File: config.mk
export PLATFORM = sky130hd
export DESIGN_NAME = controlUnit
export DESIGN_NICKNAME = d
export VERILOG_FILES = /design/src/controlPkg.sv /design/src/isaPkg.sv /design/src/controlUnit.sv /design/src/busSelectEncoder.sv /design/src/controlEncoder.sv /design/src/stepSequencer.sv /design/src/opDecode.sv
export VERILOG_INCLUDE_DIRS = /design/src
export SDC_FILE = /design/constraint.sdc
export NUM_CORES = 1
export LEC_CHECK = 0
export ABC_CLOCK_PERIOD_IN_PS = 3490
export BUFFER_PORTS_ARGS = -buffer_cell sky130_fd_sc_hd__clkbuf_2
export CAP_MARGIN = 40
export CORE_MARGIN = 2
export CORE_UTILIZATION = 56
export CTS_CLUSTER_SIZE = 30
export DETAILED_ROUTE_END_ITERATION = 8
export GPL_ROUTABILITY_DRIVEN = 1
export MAX_ROUTING_LAYER = met4
export PLACE_DENSITY = 0.83
export SETUP_SLACK_MARGIN = 0.5
export SLEW_MARGIN = 10
export SYNTH_ARGS = -nofsm -noshare
export SYNTH_HDL_FRONTEND = slang
export SYNTH_SLANG_ARGS = --single-unit
File: constraint.sdc
create_clock -name clk -period 3.49 [get_ports clk]
set_input_delay 0.1745 -clock clk [delete_from_list [all_inputs] [get_ports clk]]
set_output_delay 0.1745 -clock clk [all_outputs]
set_load 0.1 [all_outputs]
File: src/cpuControl_macros.svh
`ifndef CPU_CONTROL_MACROS_SVH
`define CPU_CONTROL_MACROS_SVH

// Instruction word and opcode field widths.
`define CTRL_DATA_WIDTH   32
`define CTRL_OPCODE_WIDTH 5

// Control steps T0 to T7.
`define CTRL_STEP_COUNT   8

`endif
File: src/controlPkg.sv
`include "cpuControl_macros.svh"

package controlPkg;

    typedef enum logic [$clog2(`CTRL_STEP_COUNT)-1:0] {
        stepT0, stepT1, stepT2, stepT3,
        stepT4, stepT5, stepT6, stepT7
    } step_e;

    // Bus driver codes as seen by the datapath bus multiplexer.
    typedef enum logic [3:0] {
        busNone   = 4'd0,
        busHi     = 4'd1,
        busLo     = 4'd2,
        busZhi    = 4'd3,
        busZlo    = 4'd4,
        busPc     = 4'd5,
        busMdr    = 4'd6,
        busInport = 4'd7,
        busC      = 4'd8
    } busSource_e;

    typedef enum logic [4:0] {
        aluNone = 5'b00000,
        aluAdd  = 5'b00011,
        aluSub  = 5'b00100,
        aluShr  = 5'b00101,
        aluShra = 5'b00110,
        aluShl  = 5'b00111,
        aluRor  = 5'b01000,
        aluRol  = 5'b01001,
        aluOr   = 5'b01010,
        aluAnd  = 5'b01011,
        aluMul  = 5'b01111,
        aluDiv  = 5'b10000,
        aluNeg  = 5'b10001,
        aluNot  = 5'b10010
    } aluOp_e;

endpackage

File: src/isaPkg.sv
`include "cpuControl_macros.svh"

package isaPkg;

    // Register form and branch form share the opcode and ra fields.
    typedef union packed {
        struct packed {
            logic [`CTRL_OPCODE_WIDTH-1:0]                     op;
            logic [3:0]                                        ra;
            logic [3:0]                                        rb;
            logic [3:0]                                        rc;
            logic [`CTRL_DATA_WIDTH-`CTRL_OPCODE_WIDTH-13:0]   unused;
        } regForm;
        struct packed {
            logic [`CTRL_OPCODE_WIDTH-1:0]                     op;
            logic [3:0]                                        ra;
            logic [3:0]                                        cond;
            logic [`CTRL_DATA_WIDTH-`CTRL_OPCODE_WIDTH-9:0]    constant;
        } branchForm;
    } instrWord_u;

    typedef enum logic [`CTRL_OPCODE_WIDTH-1:0] {
        opLoad = 5'd0, opLoadi, opStore,
        opAdd, opSub, opShr, opShra, opShl, opRor, opRol, opAnd, opOr,
        opAddi, opAndi, opOri,
        opMul, opDiv, opNeg, opNot,
        opBranch, opJump, opJumpLink,
        opIn, opOut, opMfhi, opMflo,
        opNop, opHalt
    } opcode_e;

    // Class codes follow the opcode codes, with illegal appended.
    typedef enum logic [`CTRL_OPCODE_WIDTH-1:0] {
        clsLoad = 5'd0, clsLoadi, clsStore,
        clsAdd, clsSub, clsShr, clsShra, clsShl, clsRor, clsRol, clsAnd, clsOr,
        clsAddi, clsAndi, clsOri,
        clsMul, clsDiv, clsNeg, clsNot,
        clsBranch, clsJump, clsJumpLink,
        clsIn, clsOut, clsMfhi, clsMflo,
        clsNop, clsHalt,
        clsIllegal
    } instrClass_e;

endpackage

File: src/controlUnit.sv
module controlUnit (
    input  logic                   clk,
    input  logic                   reset,
    input  logic                   stop,
    input  isaPkg::instrWord_u     ir,
    input  logic                   conFlag,
    output logic                   run,
    output logic                   clear,
    output controlPkg::busSource_e busSelect,
    output logic                   marIn,
    output logic                   mdrIn,
    output logic                   pcIn,
    output logic                   irIn,
    output logic                   zIn,
    output logic                   yIn,
    output logic                   hiIn,
    output logic                   loIn,
    output logic                   conIn,
    output logic                   outportIn,
    output controlPkg::aluOp_e     aluOp,
    output logic                   incPc,
    output logic                   gra,
    output logic                   grb,
    output logic                   grc,
    output logic                   rIn,
    output logic                   rOut,
    output logic                   baOut,
    output logic                   memRead,
    output logic                   memWrite,
    output logic                   memEnable
);
    import isaPkg::*;
    import controlPkg::*;

    instrClass_e instrClass;
    logic        directAddr;
    step_e       step;
    logic [8:0]  busDrive;

    opDecode u_opDecode (
        .clk        (clk),
        .reset      (reset),
        .ir         (ir),
        .step       (step),
        .instrClass (instrClass),
        .directAddr (directAddr)
    );

    stepSequencer u_stepSequencer (
        .clk        (clk),
        .reset      (reset),
        .stop       (stop),
        .instrClass (instrClass),
        .step       (step),
        .run        (run),
        .clear      (clear)
    );

    controlEncoder u_controlEncoder (
        .clk        (clk),
        .reset      (reset),
        .step       (step),
        .instrClass (instrClass),
        .directAddr (directAddr),
        .conFlag    (conFlag),
        .marIn      (marIn),
        .mdrIn      (mdrIn),
        .pcIn       (pcIn),
        .irIn       (irIn),
        .zIn        (zIn),
        .yIn        (yIn),
        .hiIn       (hiIn),
        .loIn       (loIn),
        .conIn      (conIn),
        .outportIn  (outportIn),
        .aluOp      (aluOp),
        .incPc      (incPc),
        .gra        (gra),
        .grb        (grb),
        .grc        (grc),
        .rIn        (rIn),
        .rOut       (rOut),
        .baOut      (baOut),
        .memRead    (memRead),
        .memWrite   (memWrite),
        .memEnable  (memEnable),
        .busDrive   (busDrive)
    );

    busSelectEncoder u_busSelectEncoder (
        .clk        (clk),
        .reset      (reset),
        .busDrive   (busDrive),
        .busSelect  (busSelect)
    );

endmodule

File: src/busSelectEncoder.sv
module busSelectEncoder (
    input  logic                   clk,
    input  logic                   reset,
    input  logic [8:0]             busDrive,
    output controlPkg::busSource_e busSelect
);
    import controlPkg::*;

    busSource_e selNext;

    // Bit positions match the bus codes. Bit 0 and an empty vector mean none.
    always_comb begin
        selNext = busNone;
        for (int i = 1; i < 9; i++) begin
            if (busDrive[i]) begin
                selNext = busSource_e'(4'(i));
            end
        end
    end

    always_ff @(posedge clk or posedge reset) begin
        if (reset) begin
            busSelect <= busNone;
        end else begin
            busSelect <= selNext;
        end
    end

    // Two drivers on the shared bus would collide in the datapath.
    busDriveOneHot: assert property (@(posedge clk) disable iff (reset)
        $onehot0(busDrive));

endmodule

File: src/controlEncoder.sv
`include "cpuControl_macros.svh"

module controlEncoder (
    input  logic                clk,
    input  logic                reset,
    input  controlPkg::step_e   step,
    input  isaPkg::instrClass_e instrClass,
    input  logic                directAddr,
    input  logic                conFlag,
    output logic                marIn,
    output logic                mdrIn,
    output logic                pcIn,
    output logic                irIn,
    output logic                zIn,
    output logic                yIn,
    output logic                hiIn,
    output logic                loIn,
    output logic                conIn,
    output logic                outportIn,
    output controlPkg::aluOp_e  aluOp,
    output logic                incPc,
    output logic                gra,
    output logic                grb,
    output logic                grc,
    output logic                rIn,
    output logic                rOut,
    output logic                baOut,
    output logic                memRead,
    output logic                memWrite,
    output logic                memEnable,
    output logic [8:0]          busDrive
);
    import isaPkg::*;
    import controlPkg::*;

    logic [`CTRL_STEP_COUNT-1:0] t;
    logic isLoad, isLoadi, isStore, isAlu, isImm, isArith;
    logic isMulDiv, isNegNot, isBranch, isJump, isJal;
    logic isIn, isOut, isMfhi, isMflo;
    logic [8:0] driveNext;
    aluOp_e     aluNext;

    assign t = `CTRL_STEP_COUNT'(1) << step;

    assign isLoad   = instrClass == clsLoad;
    assign isLoadi  = instrClass == clsLoadi;
    assign isStore  = instrClass == clsStore;
    assign isAlu    = instrClass inside {clsAdd, clsSub, clsShr, clsShra, clsShl,
                                         clsRor, clsRol, clsAnd, clsOr};
    assign isImm    = instrClass inside {clsAddi, clsAndi, clsOri};
    assign isArith  = isLoad | isLoadi | isStore | isAlu | isImm;
    assign isMulDiv = instrClass inside {clsMul, clsDiv};
    assign isNegNot = instrClass inside {clsNeg, clsNot};
    assign isBranch = instrClass == clsBranch;
    assign isJump   = instrClass == clsJump;
    assign isJal    = instrClass == clsJumpLink;
    assign isIn     = instrClass == clsIn;
    assign isOut    = instrClass == clsOut;
    assign isMfhi   = instrClass == clsMfhi;
    assign isMflo   = instrClass == clsMflo;

    // One bus driver per step, none when nothing else drives.
    always_comb begin
        driveNext            = '0;
        driveNext[busHi]     = t[3] & isMfhi;
        driveNext[busLo]     = t[3] & isMflo;
        driveNext[busZhi]    = t[5] & isMulDiv;
        driveNext[busZlo]    = t[1] | (t[4] & isNegNot) | (t[5] & isArith) |
                               (t[6] & (isMulDiv | isBranch));
        driveNext[busPc]     = t[0] | (t[4] & isBranch) | (t[3] & isJal);
        driveNext[busMdr]    = t[2] | (t[7] & (isLoad | isStore));
        driveNext[busInport] = t[3] & isIn;
        driveNext[busC]      = t[4] & (isLoad | isLoadi | isStore | isImm) |
                               (t[5] & isBranch);
        driveNext[busNone]   = ~|driveNext[8:1];
    end

    always_comb begin
        aluNext = aluNone;
        if (t[4]) begin
            case (instrClass)
                clsLoad, clsLoadi, clsStore, clsAdd, clsAddi: aluNext = aluAdd;
                clsSub:          aluNext = aluSub;
                clsShr:          aluNext = aluShr;
                clsShra:         aluNext = aluShra;
                clsShl:          aluNext = aluShl;
                clsRor:          aluNext = aluRor;
                clsRol:          aluNext = aluRol;
                clsAnd, clsAndi: aluNext = aluAnd;
                clsOr, clsOri:   aluNext = aluOr;
                clsMul:          aluNext = aluMul;
                clsDiv:          aluNext = aluDiv;
                default:         aluNext = aluNone;
            endcase
        end else if (t[3] && instrClass == clsNeg) begin
            aluNext = aluNeg;
        end else if (t[3] && instrClass == clsNot) begin
            aluNext = aluNot;
        end else if (t[5] && isBranch) begin
            // Branch target is pc plus the constant.
            aluNext = aluAdd;
        end
    end

    always_ff @(posedge clk or posedge reset) begin
        if (reset) begin
            {marIn, mdrIn, pcIn, irIn, zIn, yIn, hiIn, loIn, conIn, outportIn} <= '0;
            {incPc, gra, grb, grc, rIn, rOut, baOut} <= '0;
            {memRead, memWrite, memEnable} <= '0;
            aluOp    <= aluNone;
            busDrive <= '0;
        end else begin
            marIn     <= t[0] | (t[5] & (isLoad | isStore));
            mdrIn     <= t[1] | (t[6] & (isLoad | isStore));
            pcIn      <= t[1] | (t[3] & isJump) | (t[4] & isJal) |
                         (t[6] & isBranch & conFlag);
            irIn      <= t[2];
            zIn       <= t[0] | (t[4] & (isArith | isMulDiv)) | (t[3] & isNegNot) |
                         (t[5] & isBranch);
            yIn       <= (t[3] & (isArith | isMulDiv)) | (t[4] & isBranch);
            hiIn      <= t[5] & isMulDiv;
            loIn      <= t[6] & isMulDiv;
            conIn     <= t[3] & isBranch;
            outportIn <= t[3] & isOut;
            aluOp     <= aluNext;
            incPc     <= t[0];
            gra       <= (t[3] & (isBranch | isJump | isMfhi | isMflo)) |
                         (t[4] & (isMulDiv | isJal)) |
                         (t[5] & (isLoadi | isAlu | isImm)) |
                         (t[6] & isStore) | (t[7] & isLoad);
            grb       <= t[3] & (isArith | isMulDiv | isNegNot | isJal);
            grc       <= t[4] & isAlu;
            rIn       <= (t[3] & (isJal | isMfhi | isMflo | isIn)) | (t[4] & isNegNot) |
                         (t[5] & (isLoadi | isAlu | isImm)) | (t[7] & isLoad);
            rOut      <= (t[3] & (isArith | isMulDiv | isNegNot | isJump | isOut)) |
                         (t[4] & (isAlu | isJal)) | (t[6] & isStore);
            baOut     <= (t[3] & directAddr) | (t[6] & isStore & directAddr);
            memRead   <= t[1] | (t[6] & isLoad);
            memWrite  <= t[7] & isStore;
            memEnable <= t[1] | (t[6] & isLoad) | (t[7] & isStore);
            busDrive  <= driveNext;
        end
    end

endmodule

File: src/stepSequencer.sv
module stepSequencer (
    input  logic                clk,
    input  logic                reset,
    input  logic                stop,
    input  isaPkg::instrClass_e instrClass,
    output controlPkg::step_e   step,
    output logic                run,
    output logic                clear
);
    import isaPkg::*;
    import controlPkg::*;

    step_e lastStep;
    logic  halted;

    // Final execute step of each class.
    always_comb begin
        case (instrClass)
            clsNeg, clsNot, clsJumpLink: begin
                lastStep = stepT4;
            end
            clsLoadi, clsAdd, clsSub, clsShr, clsShra, clsShl, clsRor, clsRol,
            clsAnd, clsOr, clsAddi, clsAndi, clsOri: begin
                lastStep = stepT5;
            end
            clsMul, clsDiv, clsBranch: begin
                lastStep = stepT6;
            end
            clsLoad, clsStore: begin
                lastStep = stepT7;
            end
            default: begin
                lastStep = stepT3;
            end
        endcase
    end

    assign halted = (instrClass == clsHalt) && (step == stepT3);

    // Reset parks the step at T7 so the first edge enters T0.
    always_ff @(posedge clk or posedge reset) begin
        if (reset) begin
            step  <= stepT7;
            clear <= 1'b1;
            run   <= 1'b0;
        end else begin
            run <= !stop && !halted;
            if (!stop) begin
                clear <= 1'b0;
                if (clear || (step == lastStep)) begin
                    if (!halted) begin
                        step <= stepT0;
                    end
                end else begin
                    step <= step_e'(step + 3'd1);
                end
            end
        end
    end

    // Class comes from the decoder, so this ties both stages together.
    stepInRange: assert property (@(posedge clk) disable iff (reset || clear)
        step <= lastStep);

endmodule

File: src/opDecode.sv
module opDecode (
    input  logic                clk,
    input  logic                reset,
    input  isaPkg::instrWord_u  ir,
    input  controlPkg::step_e   step,
    output isaPkg::instrClass_e instrClass,
    output logic                directAddr
);
    import isaPkg::*;
    import controlPkg::*;

    opcode_e     opcode;
    instrClass_e classNext;
    logic        directNext;

    assign opcode = opcode_e'(ir.branchForm.op);

    // Codes above halt are not in the instruction set.
    always_comb begin
        if (opcode > opHalt) begin
            classNext = clsIllegal;
        end else begin
            classNext = instrClass_e'(opcode);
        end
    end

    // rb of zero selects direct addressing for memory forms.
    assign directNext = (opcode inside {opLoad, opLoadi, opStore}) &&
                        (ir.regForm.rb == 4'd0);

    // Latched as fetch completes, ir is stable from T3 onwards.
    always_ff @(posedge clk or posedge reset) begin
        if (reset) begin
            instrClass <= clsIllegal;
            directAddr <= 1'b0;
        end else if (step == stepT2) begin
            instrClass <= classNext;
            directAddr <= directNext;
        end
    end

endmodule

==> results.sh, run 1 <==
export IMPL_synthAdderAreaFrac_pct=6.33
export IMPL_synth_compound_area_share_pct=16.1
export IMPL_grtUsageTotal_pct=21.7
export IMPL_cts_clk_slew_worst_paths_ns=0.08
export IMPL_maxSlewHeadroom_pct=63.6
export IMPL_core_mm2=0.00403
export IMPL_startpoint="u_opDecode.instrClass[0]"
export IMPL_die_area_mm2=0.00478
export IMPL_end_kind="register"
export IMPL_yosys_area_share_simple_pct=16.5
export IMPL_cp_slowest_stage_delay_ns=0.54
export IMPL_synth_xor_area_share_pct=1.48
export IMPL_grt_max_degree=31
export IMPL_fmax_mhz=403
export IMPL_finalClockSkew_ns=0.00727
export IMPL_clock_power_share_pct=14.1
export IMPL_routed_wl_um=4790
export IMPL_netlist_area_mm2=0.00237
export IMPL_peakVddDrop_mv=0.613
export IMPL_outcome="completed"
export IMPL_grt_pass1_vias=1808
export IMPL_holdPathStages=3
export IMPL_rows=23
export IMPL_fin_nets=322
export IMPL_max_cap_violations=0
export IMPL_yosysTopAreaCellShare_pct=42.2
export IMPL_cts_root_buf="clkbuf_8"
export IMPL_synth_nets=284
export IMPL_hold_class="in -> reg"
export IMPL_wl_per_cell_um=14.7
export IMPL_htreeDepth=2
export IMPL_ys_types=51
export IMPL_layout_commonest_cell="clkbuf_2"
export IMPL_antenna_cells=0
export IMPL_criticalPathCategory="reg -> reg"
export IMPL_grt_setup_unrepaired="no"
export IMPL_drtIter0Drc=153
export IMPL_netlist_instances=236
export IMPL_critical_path_top_delay_family="simple AND/OR/NAND/NOR gates"
export IMPL_cp_max_fo=14
export IMPL_cp_buffers_inverters=1
export IMPL_cts_tree="done"
export IMPL_setup_viol=0
export IMPL_r2r_setup_slack_ns=1.01
export IMPL_cts_made_buffers=5
export IMPL_drtAntennaViolNets=0
export IMPL_start_kind="register"
export IMPL_ys_seq_area_share_pct=49.9
export IMPL_synth_edf_count=0
export IMPL_die_y_um=69.1
export IMPL_path_cells="inv_1 > ha_1 > or3_1 > nor2b_1 > o21ai_0 > nor3_1 > or4_1"
export IMPL_synthArstFlopShare_pct=100
export IMPL_comb_power_share_pct=54.3
export IMPL_synth_area_top_cells="dfrtp_1 (42%), dfstp_2 (7.7%), ha_1 (6.3%), nand2_1 (3.5%), o21ai_0 (3.4%)"
export IMPL_design_area_mm2=0.00271
export IMPL_syn2layout_area_growth_pct=14.1
export IMPL_drc=0
export IMPL_min_period_over_period_pct=71.2
export IMPL_avgSynthCellArea_um2=10.1
export IMPL_layout_common_cells="clkbuf_2 (43), dfrtp_1 (40), nand2_1 (22)"
export IMPL_endpoint="u_controlEncoder.rOut"
export IMPL_pwr_share_seq_pct=31.6
export IMPL_powerDensity_mw_per_mm2=1040
export IMPL_pre_cts_ws_ns=1.03
export IMPL_arrival_ns=2.65
export IMPL_p_int_uw=1330
export IMPL_synth_top_family_by_area="simple AND/OR/NAND/NOR gates"
export IMPL_die_x_um=69.1
export IMPL_clockBufferDepth=2
export IMPL_timing_final_crit_period_ns=2.48
export IMPL_cts_sinks=47
export IMPL_cp_slowest_cell="or4_1"
export IMPL_synthFlopType="dfrtp_1"
export IMPL_fin_tns_setup_ns=0
export IMPL_hpwl_um=3580
export IMPL_globalplace_congestion=0.918
export IMPL_power_switching_uw=1480
export IMPL_synthMuxAreaShare_pct=3.32
export IMPL_r2r_end="u_controlEncoder.rOut"
export IMPL_crit_cells=7
export IMPL_reg2reg_depth=7
export IMPL_pin_count=67
export IMPL_r2r_start="u_opDecode.instrClass[0]"
export IMPL_io_buffers=43
export IMPL_num_vias=1864
export IMPL_post_cts_resized=0
export IMPL_antenna_found_initial=0
export IMPL_grt_pass1_wl_um=8230
export IMPL_worst_slew_pin_slew_ns=0.549
export IMPL_finalHoldViolCount=0
export IMPL_start_util_pct=58.9
export IMPL_post_synth_top_area_cell="dfrtp_1"
export IMPL_p_leak_uw=0.00133
export IMPL_crit_required_ns=3.65
export IMPL_overflow=0
export IMPL_clkLatencyLatePin_ns=0.29
export IMPL_drive_gt1_share_pct=25.1
export IMPL_finalWorstSetupSlack_ns=1.01
export IMPL_vias_per_cell=5.74
export IMPL_swShare_pct=52.6
export IMPL_holdWs_ns=0.111
export IMPL_dpl_instance_area_mm2=0.00258
export IMPL_ys_ff_latch=47
export IMPL_drv_slew=0
export IMPL_first_pass_iters=4
export IMPL_yosysWarnings=0
==> cells in the mapped netlist, types with 2 or more instances <==
master,n
buf_6,4
dfrtp_1,40
and3_1,3
inv_1,17
a31oi_1,3
nor4_1,3
o21bai_1,2
nand3_1,7
xnor2_1,4
o21ai_0,16
a21oi_1,11
nor2_1,19
nor3_1,5
nand4_1,2
and2_1,2
nand2b_1,3
a32o_1,2
mux2i_1,3
clkbuf_1,8
dfstp_2,7
nand2_1,22
ha_1,12
a32oi_1,2
mux2_2,3
nor2b_1,8
or3_1,3
==> kinds of logic (layout without fill, tap and decap cells) <==
group,count (synthesis),in the layout
mux,7,7
flops,47,47
simple gates,80,80
buf+inv,31,70
fa+ha+maj,12,12
compound gates,55,55
xor+xnor,4,4
==> sequential cells by signal (all words and copies together), names as in the netlist, 3 cells and up <==
| name | count |
|---|---|
| u_busSelectEncoder.busSelect | 4 |
| u_controlEncoder.aluOp | 5 |
| u_controlEncoder.busDrive | 8 |
| u_opDecode.instrClass | 5 |
| u_stepSequencer.step | 3 |
==> layout make-up <==
class / count / area [um2]
clock buffer: 5 / 68.8
clock inverter: 3 / 46.3
fill: 328 / 1320
inverter: 17 / 63.8
multi-input combinational: 158 / 1040
sequential: 47 / 1180
tap: 50 / 62.6
timing repair buffer: 45 / 245
==> worst reg2reg max path, cell delays in order, from the launching register on <==
cell	delay (ns)
dfrtp_1	0.48
inv_1	0.12
ha_1	0.38
or3_1	0.44
nor2b_1	0.14
o21ai_0	0.17
nor3_1	0.09
or4_1	0.54
==> worst min-delay path by stage <==
stage | startpoint | to | slack, ns
2_1_floorplan | stop | u_stepSequencer.clear | 0.31
3_3_place_gp | reset | u_controlEncoder.aluOp[0] | 0.40
3_5_place_dp | reset | u_controlEncoder.busDrive[8] | 0.16
4_1_cts | ir[27] | u_opDecode.instrClass[0] | 0.11
5_1_grt | ir[30] | u_opDecode.instrClass[3] | 0.15
6_report | ir[27] | u_opDecode.instrClass[0] | 0.11
==> per-layer routing <==
layer	up-vias	track usage (%)	share of wire, %
met5	-	-	0
met4	0	5.88	0.94
met3	9	3.95	5.8
met2	84	35.8	50
met1	870	27.8	43
li1	901	-	-
==> metrics by stage <==
stage                     util [%]  total power, uW  cells
final                         67.2             2810    325
after global routing          67.2             2980    325
after CTS                     67.2             2810    325
after global placement        63.6             2380    315
after floorplan                  -             2180    236
after detailed placement      64.1             2410    316
==> power groups by stage <==
| stage | sequential (uW) | clock (uW) | combinational (uW) |
|---|---|---|---|
| floorplan | 1380 | 0 | 798 |
| global route | 916 | 430 | 1640 |
| CTS | 886 | 405 | 1520 |
| detailed placement | 897 | 0 | 1520 |
| global placement | 886 | 0 | 1490 |
| finish | 888 | 398 | 1530 |
==> repair_timing <==
action,4_1_cts,5_1_grt
hold endpoints to repair,11,0
buffers inserted,0,0
hold buffers,1,0
(Power assumes the default switching activity.)
==> run 2: changes to the inputs <==
Settings changed: ABC_AREA from default to 1, ABC_CLOCK_PERIOD_IN_PS 3490 to 2050, CORE_UTILIZATION 56 to 47, PLACE_DENSITY 0.83 to 0.74.
Clock period 3.49 ns to 2.05 ns, I/O delays scaled along.
==> run 2 against run 1 <==
Utilization grew 4.1 points. Critical endpoint is now u_stepSequencer.step[0]. Combinational power grew 150%. Count of clock-buffer cells in the layout is the same. Register-to-register slack lost 0.65 ns. Wire length grew 32%. Total power grew 110%.
==> results.sh, run 2 <==
export IMPL_cp_slowest_cell="dfrtp_2"
export IMPL_r2r_end="u_stepSequencer.step[0]"
export IMPL_layout_common_cells="clkbuf_2 (43), nand2_1 (41), dfrtp_1 (38)"
export IMPL_outcome="completed"
export IMPL_reg_top3="u_controlEncoder.busDrive (8), u_controlEncoder.aluOp (5), u_opDecode.instrClass (5)"
export IMPL_globalplace_congestion=0.941
export IMPL_powerDensity_mw_per_mm2=1730
export IMPL_vias_per_cell=5.27
export IMPL_grt_setup_unrepaired="yes"
export IMPL_max_cap_violations=0
export IMPL_rows=25
export IMPL_die_x_um=74.5
export IMPL_hold_class="in -> reg"
export IMPL_start_kind="register"
export IMPL_wl_per_cell_um=15.0
export IMPL_grt_pass1_vias=2067
export IMPL_endpoint="u_stepSequencer.step[0]"
export IMPL_cp_max_fo=5
export IMPL_path_cells="inv_4 > ha_4 > or2_4 > nand3_2 > nand2_1 > nand2_1 > nand2_1 > nand2_2 > nand3_4 > inv_2 > nand2_1 > nand2_1"
export IMPL_post_synth_top_area_cell="dfrtp_1"
export IMPL_crit_required_ns=2.30
export IMPL_yosysTopAreaCellShare_pct=42.8
export IMPL_timing_final_crit_period_ns=1.69
export IMPL_holdWs_ns=0.00650
export IMPL_p_int_uw=2730
export IMPL_peakVddDrop_mv=1.04
export IMPL_syn2layout_area_growth_pct=44.9
export IMPL_pin_count=67
export IMPL_largest_reg_flops=8
export IMPL_min_period_over_period_pct=82.5
export IMPL_fin_tns_setup_ns=0
export IMPL_drtAntennaViolNets=0
export IMPL_yosysMostFrequentCell="nand2_1"
export IMPL_min_delay_start="ir[30]"
export IMPL_hpwl_um=4030
export IMPL_finalHoldViolCount=0
export IMPL_grt_max_degree=48
export IMPL_htreeDepth=2
export IMPL_grtUsageMet3_pct=4.61
export IMPL_cts_sinks=47
export IMPL_io_buffers=43
export IMPL_drtIter0Drc=114
export IMPL_grtUsageTotal_pct=23.6
export IMPL_pwr_share_seq_pct=23.7
export IMPL_use_met2_pct=40.9
export IMPL_cts_root_buf="clkbuf_8"
export IMPL_synth_common_cells="nand2_1 (56), dfrtp_1 (40), inv_1 (34)"
export IMPL_cp_common_cell="nand2_1"
export IMPL_routed_wl_um=6330
export IMPL_avgSynthCellArea_um2=8.66
export IMPL_reg2reg_depth=12
export IMPL_fin_nets=402
export IMPL_clkLatencyLatePin_ns=0.31
export IMPL_cp_slowest_stage_delay_ns=0.49
export IMPL_drv_slew=0
export IMPL_antenna_found_initial=0
export IMPL_num_vias=2225
export IMPL_met1_usage_pct=26.7
export IMPL_overflow=0
export IMPL_maxSlewHeadroom_pct=62.6
export IMPL_ys_types=36
export IMPL_netlist_instances=270
export IMPL_netlist_area_mm2=0.00234
export IMPL_ys_seq_area_share_pct=50.7
export IMPL_comb_power_share_pct=64.4
export IMPL_power_switching_uw=3140
export IMPL_r2r_start="u_opDecode.instrClass[0]"
export IMPL_first_pass_iters=5
export IMPL_antenna_cells=0
export IMPL_clock_power_share_pct=11.9
export IMPL_die_area_mm2=0.00556
export IMPL_top_register="u_controlEncoder.busDrive"
export IMPL_startpoint="u_opDecode.instrClass[0]"
export IMPL_worst_slew_pin_slew_ns=0.561
export IMPL_p_leak_uw=0.00167
export IMPL_die_y_um=74.5
export IMPL_core_mm2=0.00475
export IMPL_synth_nets=318
export IMPL_synthFlopType="dfrtp_1"
export IMPL_swShare_pct=53.5
export IMPL_synth_edf_count=0
export IMPL_r2r_setup_slack_ns=0.36
export IMPL_drc=0
export IMPL_drive_gt1_share_pct=49.3
export IMPL_setup_viol=0
export IMPL_arrival_ns=1.94
export IMPL_grt_busiest_layer="met2"
export IMPL_criticalPathCategory="reg -> reg"
export IMPL_ys_ff_latch=47
export IMPL_cts_clk_slew_worst_paths_ns=0.09
export IMPL_start_util_pct=49.2
export IMPL_cts_made_buffers=5
export IMPL_total_power_uw=5860
export IMPL_fmax_mhz=592
export IMPL_synthArstFlopShare_pct=100
export IMPL_layout_commonest_cell="clkbuf_2"
export IMPL_yosysWarnings=0
export IMPL_finalClockSkew_ns=0.00579
export IMPL_grt_pass1_wl_um=9580
export IMPL_cts_tree="done"
export IMPL_synth_area_top_cells="dfrtp_1 (43%), nand2_1 (9.0%), dfstp_2 (7.9%), ha_1 (6.4%), nand3_1 (5.6%)"
export IMPL_end_kind="register"
export IMPL_clockBufferDepth=2
[run 2: critical path, delay by kind of cell, from the launching register on]
| kind | cells | cell delay [ns] |
|---|---|---|
| simple gates | 9 | 0.75 |
| fa+ha+maj | 1 | 0.20 |
| buf+inv | 2 | 0.19 |
| flops | 1 | 0.49 |
[run 2: layout make-up]
cell class,instances,area (um2)
Fill cell,362,1370
Multi-Input combinational cell,177,1260
Sequential cell,47,1190
Timing Repair Buffer,82,566
Inverter,41,174
Tap cell,67,83.8
Clock buffer,5,68.8
Clock inverter,3,46.3
[run 2: kinds of logic (layout without fill, tap and decap cells)]
| group | after synthesis | count (layout) | share of synthesized area [%] |
|---|---|---|---|
| buffers and inverters | 46 | 131 | 8.13 |
| and+or+nand+nor | 125 | 125 | 24.3 |
| DFF | 47 | 47 | 50.7 |
| adders and majority gates | 12 | 12 | 6.42 |
| AOI/OAI and AO/OA | 40 | 40 | 10.4 |
[run 2: power by group through the flow]
stage               combinational [uW]  sequential (uW)  clock, uW
floorplan                         1210             2430          0
global placement                  2670             1420          0
detailed placement                2700             1430          0
CTS                               3340             1370        702
global route                      3980             1420        739
finish                            3770             1390        698
[run 2: how the worst min path moves through the flow]
stage | to | depth (start not counted)
floorplan | u_stepSequencer.clear | 2
global route | u_opDecode.instrClass[2] | 3
global placement | u_busSelectEncoder.busSelect[1] | 3
detailed placement | u_busSelectEncoder.busSelect[3] | 3
finish | u_opDecode.instrClass[3] | 3
CTS | u_opDecode.instrClass[3] | 3
[run 2: metal layers]
layer / vias to the layer above / wire length [um]
li1: 1047 / -
met1: 1056 / 2360
met2: 102 / 3410
met3: 20 / 359
met4: 0 / 196
met5: - / 0
[run 2: repair_timing]
| item | CTS | global route |
|---|---|---|
| hold buffers | 2 | 0 |
| setup endpoints to repair | 21 | 22 |
| pin swaps | 21 | 8 |
| endpoints found under the hold margin | 41 | 0 |
| gates resized for setup | 47 | 38 |
| setup buffers | 22 | 11 |
[run 2: through the flow]
stage / std cells / utilization, % / instance area [um2] / setup slack (ns)
after floorplan: 270 / - / 2380 / 0.416
after global routing: 422 / 71.3 / 3390 / 0.286
after global placement: 379 / 55.9 / 2660 / 0.304
after CTS: 411 / 66.6 / 3170 / 0.433
final: 422 / 71.3 / 3390 / 0.359
after detailed placement: 379 / 55.9 / 2660 / 0.306
==> run 3: changes to the inputs <==
Settings changed: ABC_AREA 1 to 0, ABC_CLOCK_PERIOD_IN_PS 2050 to 1600, CORE_UTILIZATION 47 to 52, PLACE_DENSITY 0.74 to 0.78.
Clock period 2.05 ns to 1.6 ns, I/O delays scaled along.
==> run 3 against run 2 <==
The run now ends with setup timing left. Sequential power increased by 32%. Register-to-register slack got worse by 0.97 ns. Sequential share of layout area decreased by 7.0 points. Total power increased by 78%. Wire length increased by 90%. Critical path depth decreased by 5. Critical path type unchanged. Global-route usage increased by 11 points.
==> results.sh, run 3 (same netlist as run 1, synthesis figures left out) <==
export IMPL_timing_final_crit_period_ns=2.21
export IMPL_die_area_mm2=0.00512
export IMPL_finalWorstSetupSlack_ns=-0.610
export IMPL_min_period_over_period_pct=138
export IMPL_vias_per_cell=6.86
export IMPL_routed_wl_um=12000
export IMPL_drtIter0Drc=373
export IMPL_rows=24
export IMPL_wl_per_cell_um=28.1
export IMPL_top_register="u_controlEncoder.busDrive"
export IMPL_cts_clk_slew_worst_paths_ns=0.10
export IMPL_grt_max_degree=29
export IMPL_design_area_mm2=0.00426
export IMPL_drv_slew=0
export IMPL_syn2layout_area_growth_pct=79.7
export IMPL_num_vias=2934
export IMPL_first_pass_iters=5
export IMPL_comb_power_share_pct=73.6
export IMPL_total_power_uw=10400
export IMPL_drc=0
export IMPL_antenna_found_initial=1
export IMPL_p_int_uw=5190
export IMPL_grtUsageTotal_pct=34.9
export IMPL_r2r_end="u_controlEncoder.rOut"
export IMPL_swShare_pct=50.1
export IMPL_grt_pass1_wl_um=13200
export IMPL_holdWs_ns=0.0382
export IMPL_dpl_instance_area_mm2=0.00329
export IMPL_htreeDepth=2
export IMPL_power_switching_uw=5220
export IMPL_fmax_mhz=452
export IMPL_peakVddDrop_mv=1.75
export IMPL_cts_sinks=47
export IMPL_overflow=0
export IMPL_globalplace_congestion=0.966
export IMPL_p_leak_uw=0.00198
export IMPL_cts_made_buffers=5
export IMPL_core_mm2=0.00438
export IMPL_max_cap_violations=0
export IMPL_reg2reg_depth=7
export IMPL_layout_commonest_cell="buf_4"
export IMPL_pin_count=67
export IMPL_maxSlewHeadroom_pct=67.2
export IMPL_clockBufferDepth=2
export IMPL_arrival_ns=2.39
export IMPL_outcome="finished, violations left"
export IMPL_hpwl_um=4720
export IMPL_drtAntennaViolNets=0
export IMPL_grt_pass1_vias=2597
export IMPL_worst_slew_pin_slew_ns=0.492
export IMPL_finalClockSkew_ns=0.00800
export IMPL_min_delay_start="ir[30]"
export IMPL_layout_common_cells="buf_4 (52), dfrtp_1 (38), buf_6 (37)"
export IMPL_grt_setup_unrepaired="yes"
export IMPL_setup_viol=27
export IMPL_end_kind="register"
export IMPL_r2r_setup_slack_ns=-0.61
export IMPL_cts_tree="done"
export IMPL_largest_reg_flops=8
export IMPL_finalHoldViolCount=0
export IMPL_violations="setup timing"
export IMPL_pwr_share_seq_pct=17.5
export IMPL_crit_required_ns=1.78
export IMPL_start_util_pct=54.1
export IMPL_cts_root_buf="clkbuf_8"
export IMPL_r2r_start="u_opDecode.instrClass[1]"
export IMPL_reg_top3="u_controlEncoder.busDrive (8), u_controlEncoder.aluOp (5), u_opDecode.instrClass (5)"
export IMPL_clock_power_share_pct=8.8
export IMPL_die_x_um=71.6
export IMPL_fin_nets=422
export IMPL_worstHoldEndpoint="u_opDecode.instrClass[3]"
export IMPL_clkLatencyLatePin_ns=0.32
export IMPL_cp_max_fo=3
export IMPL_hold_class="in -> reg"
export IMPL_criticalPathCategory="reg -> reg"
export IMPL_io_buffers=43
export IMPL_start_kind="register"
export IMPL_drive_gt1_share_pct=63.2
export IMPL_powerDensity_mw_per_mm2=2440
export IMPL_holdPathStages=2
export IMPL_die_y_um=71.6
==> run 3: cell count changes in the layout (fill, tap and decap cells not counted), sizes merged, moves of 4 or more <==
cell / before / now
buf: 37 / 98
nand2: 59 / 22
inv: 42 / 16
nand3: 27 / 7
nor2: 27 / 19
nor2b: 0 / 8
a21oi: 6 / 11
and3: 0 / 4
mux2: 0 / 4
xnor2: 0 / 4
==> run 3: worst max path at each step <==
| stage | startpoint | cells past startpoint | end |
|---|---|---|---|
| floorplan | u_opDecode.instrClass[0] | 7 | u_controlEncoder.rOut |
| global placement | u_opDecode.instrClass[0] | 6 | u_controlEncoder.rOut |
| detailed placement | u_opDecode.instrClass[0] | 7 | u_controlEncoder.rOut |
| CTS | u_opDecode.instrClass[0] | 8 | u_stepSequencer.step[2] |
| global route | u_opDecode.instrClass[1] | 9 | u_stepSequencer.step[0] |
| finish | u_opDecode.instrClass[1] | 7 | u_controlEncoder.rOut |
==> run 3: critical path: stages, from the launching register on <==
cell	delay (ns)
dfrtp_1	0.41
inv_2	0.09
ha_2	0.20
or3_4	0.41
nor2b_1	0.16
o21ai_1	0.15
nor3_1	0.09
or4_1	0.56
==> run 3: through the flow <==
stage               setup WS [ns]  TNS (ns)  util (%)  cells
finish                     -0.610     -6.66      97.3    428
floorplan                  -0.417     -2.52         -    236
detailed placement         -0.462     -4.64      75.0    383
global placement           -0.382     -3.69      75.0    383
global route               -0.676     -7.00      97.3    428
CTS                        -0.468     -3.96      89.2    410
==> run 3: area by class of cell <==
class | instances | area, um2
multi-input cells | 158 | 1500
diodes | 1 | 2.50
inverters | 17 | 72.6
clock buffers | 5 | 68.8
fillers | 67 | 120
flip-flops and latches | 47 | 1190
clock inverters | 3 | 43.8
well taps | 52 | 65.1
repair buffers | 145 | 1320
==> run 3: metal layers <==
metal / part of all wire (%) / vias up / routed length [um] / global-route usage (%)
met5: 0 / - / 0 / -
met4: 10 / 0 / 1200 / 17.4
met3: 11 / 132 / 1270 / 7.59
met2: 47 / 351 / 5700 / 59.7
met1: 32 / 1354 / 3840 / 38.3
li1: - / 1097 / - / -
==> run 3: power groups by stage <==
stage / sequential [uW] / combinational (uW) / clock, uW
detailed placement: 1830 / 4970 / 0
floorplan: 3070 / 2270 / 0
finish: 1830 / 7670 / 921
global placement: 1820 / 4870 / 0
CTS: 1770 / 5930 / 880
global route: 1840 / 7740 / 948
==> run 3: repair_timing <==
action	in CTS	in global routing
pin swaps	13	19
endpoints found under the setup margin	73	45
hold buffers	3	0
buffers inserted	16	17
hold endpoints to repair	14	0
resized for setup	95	52
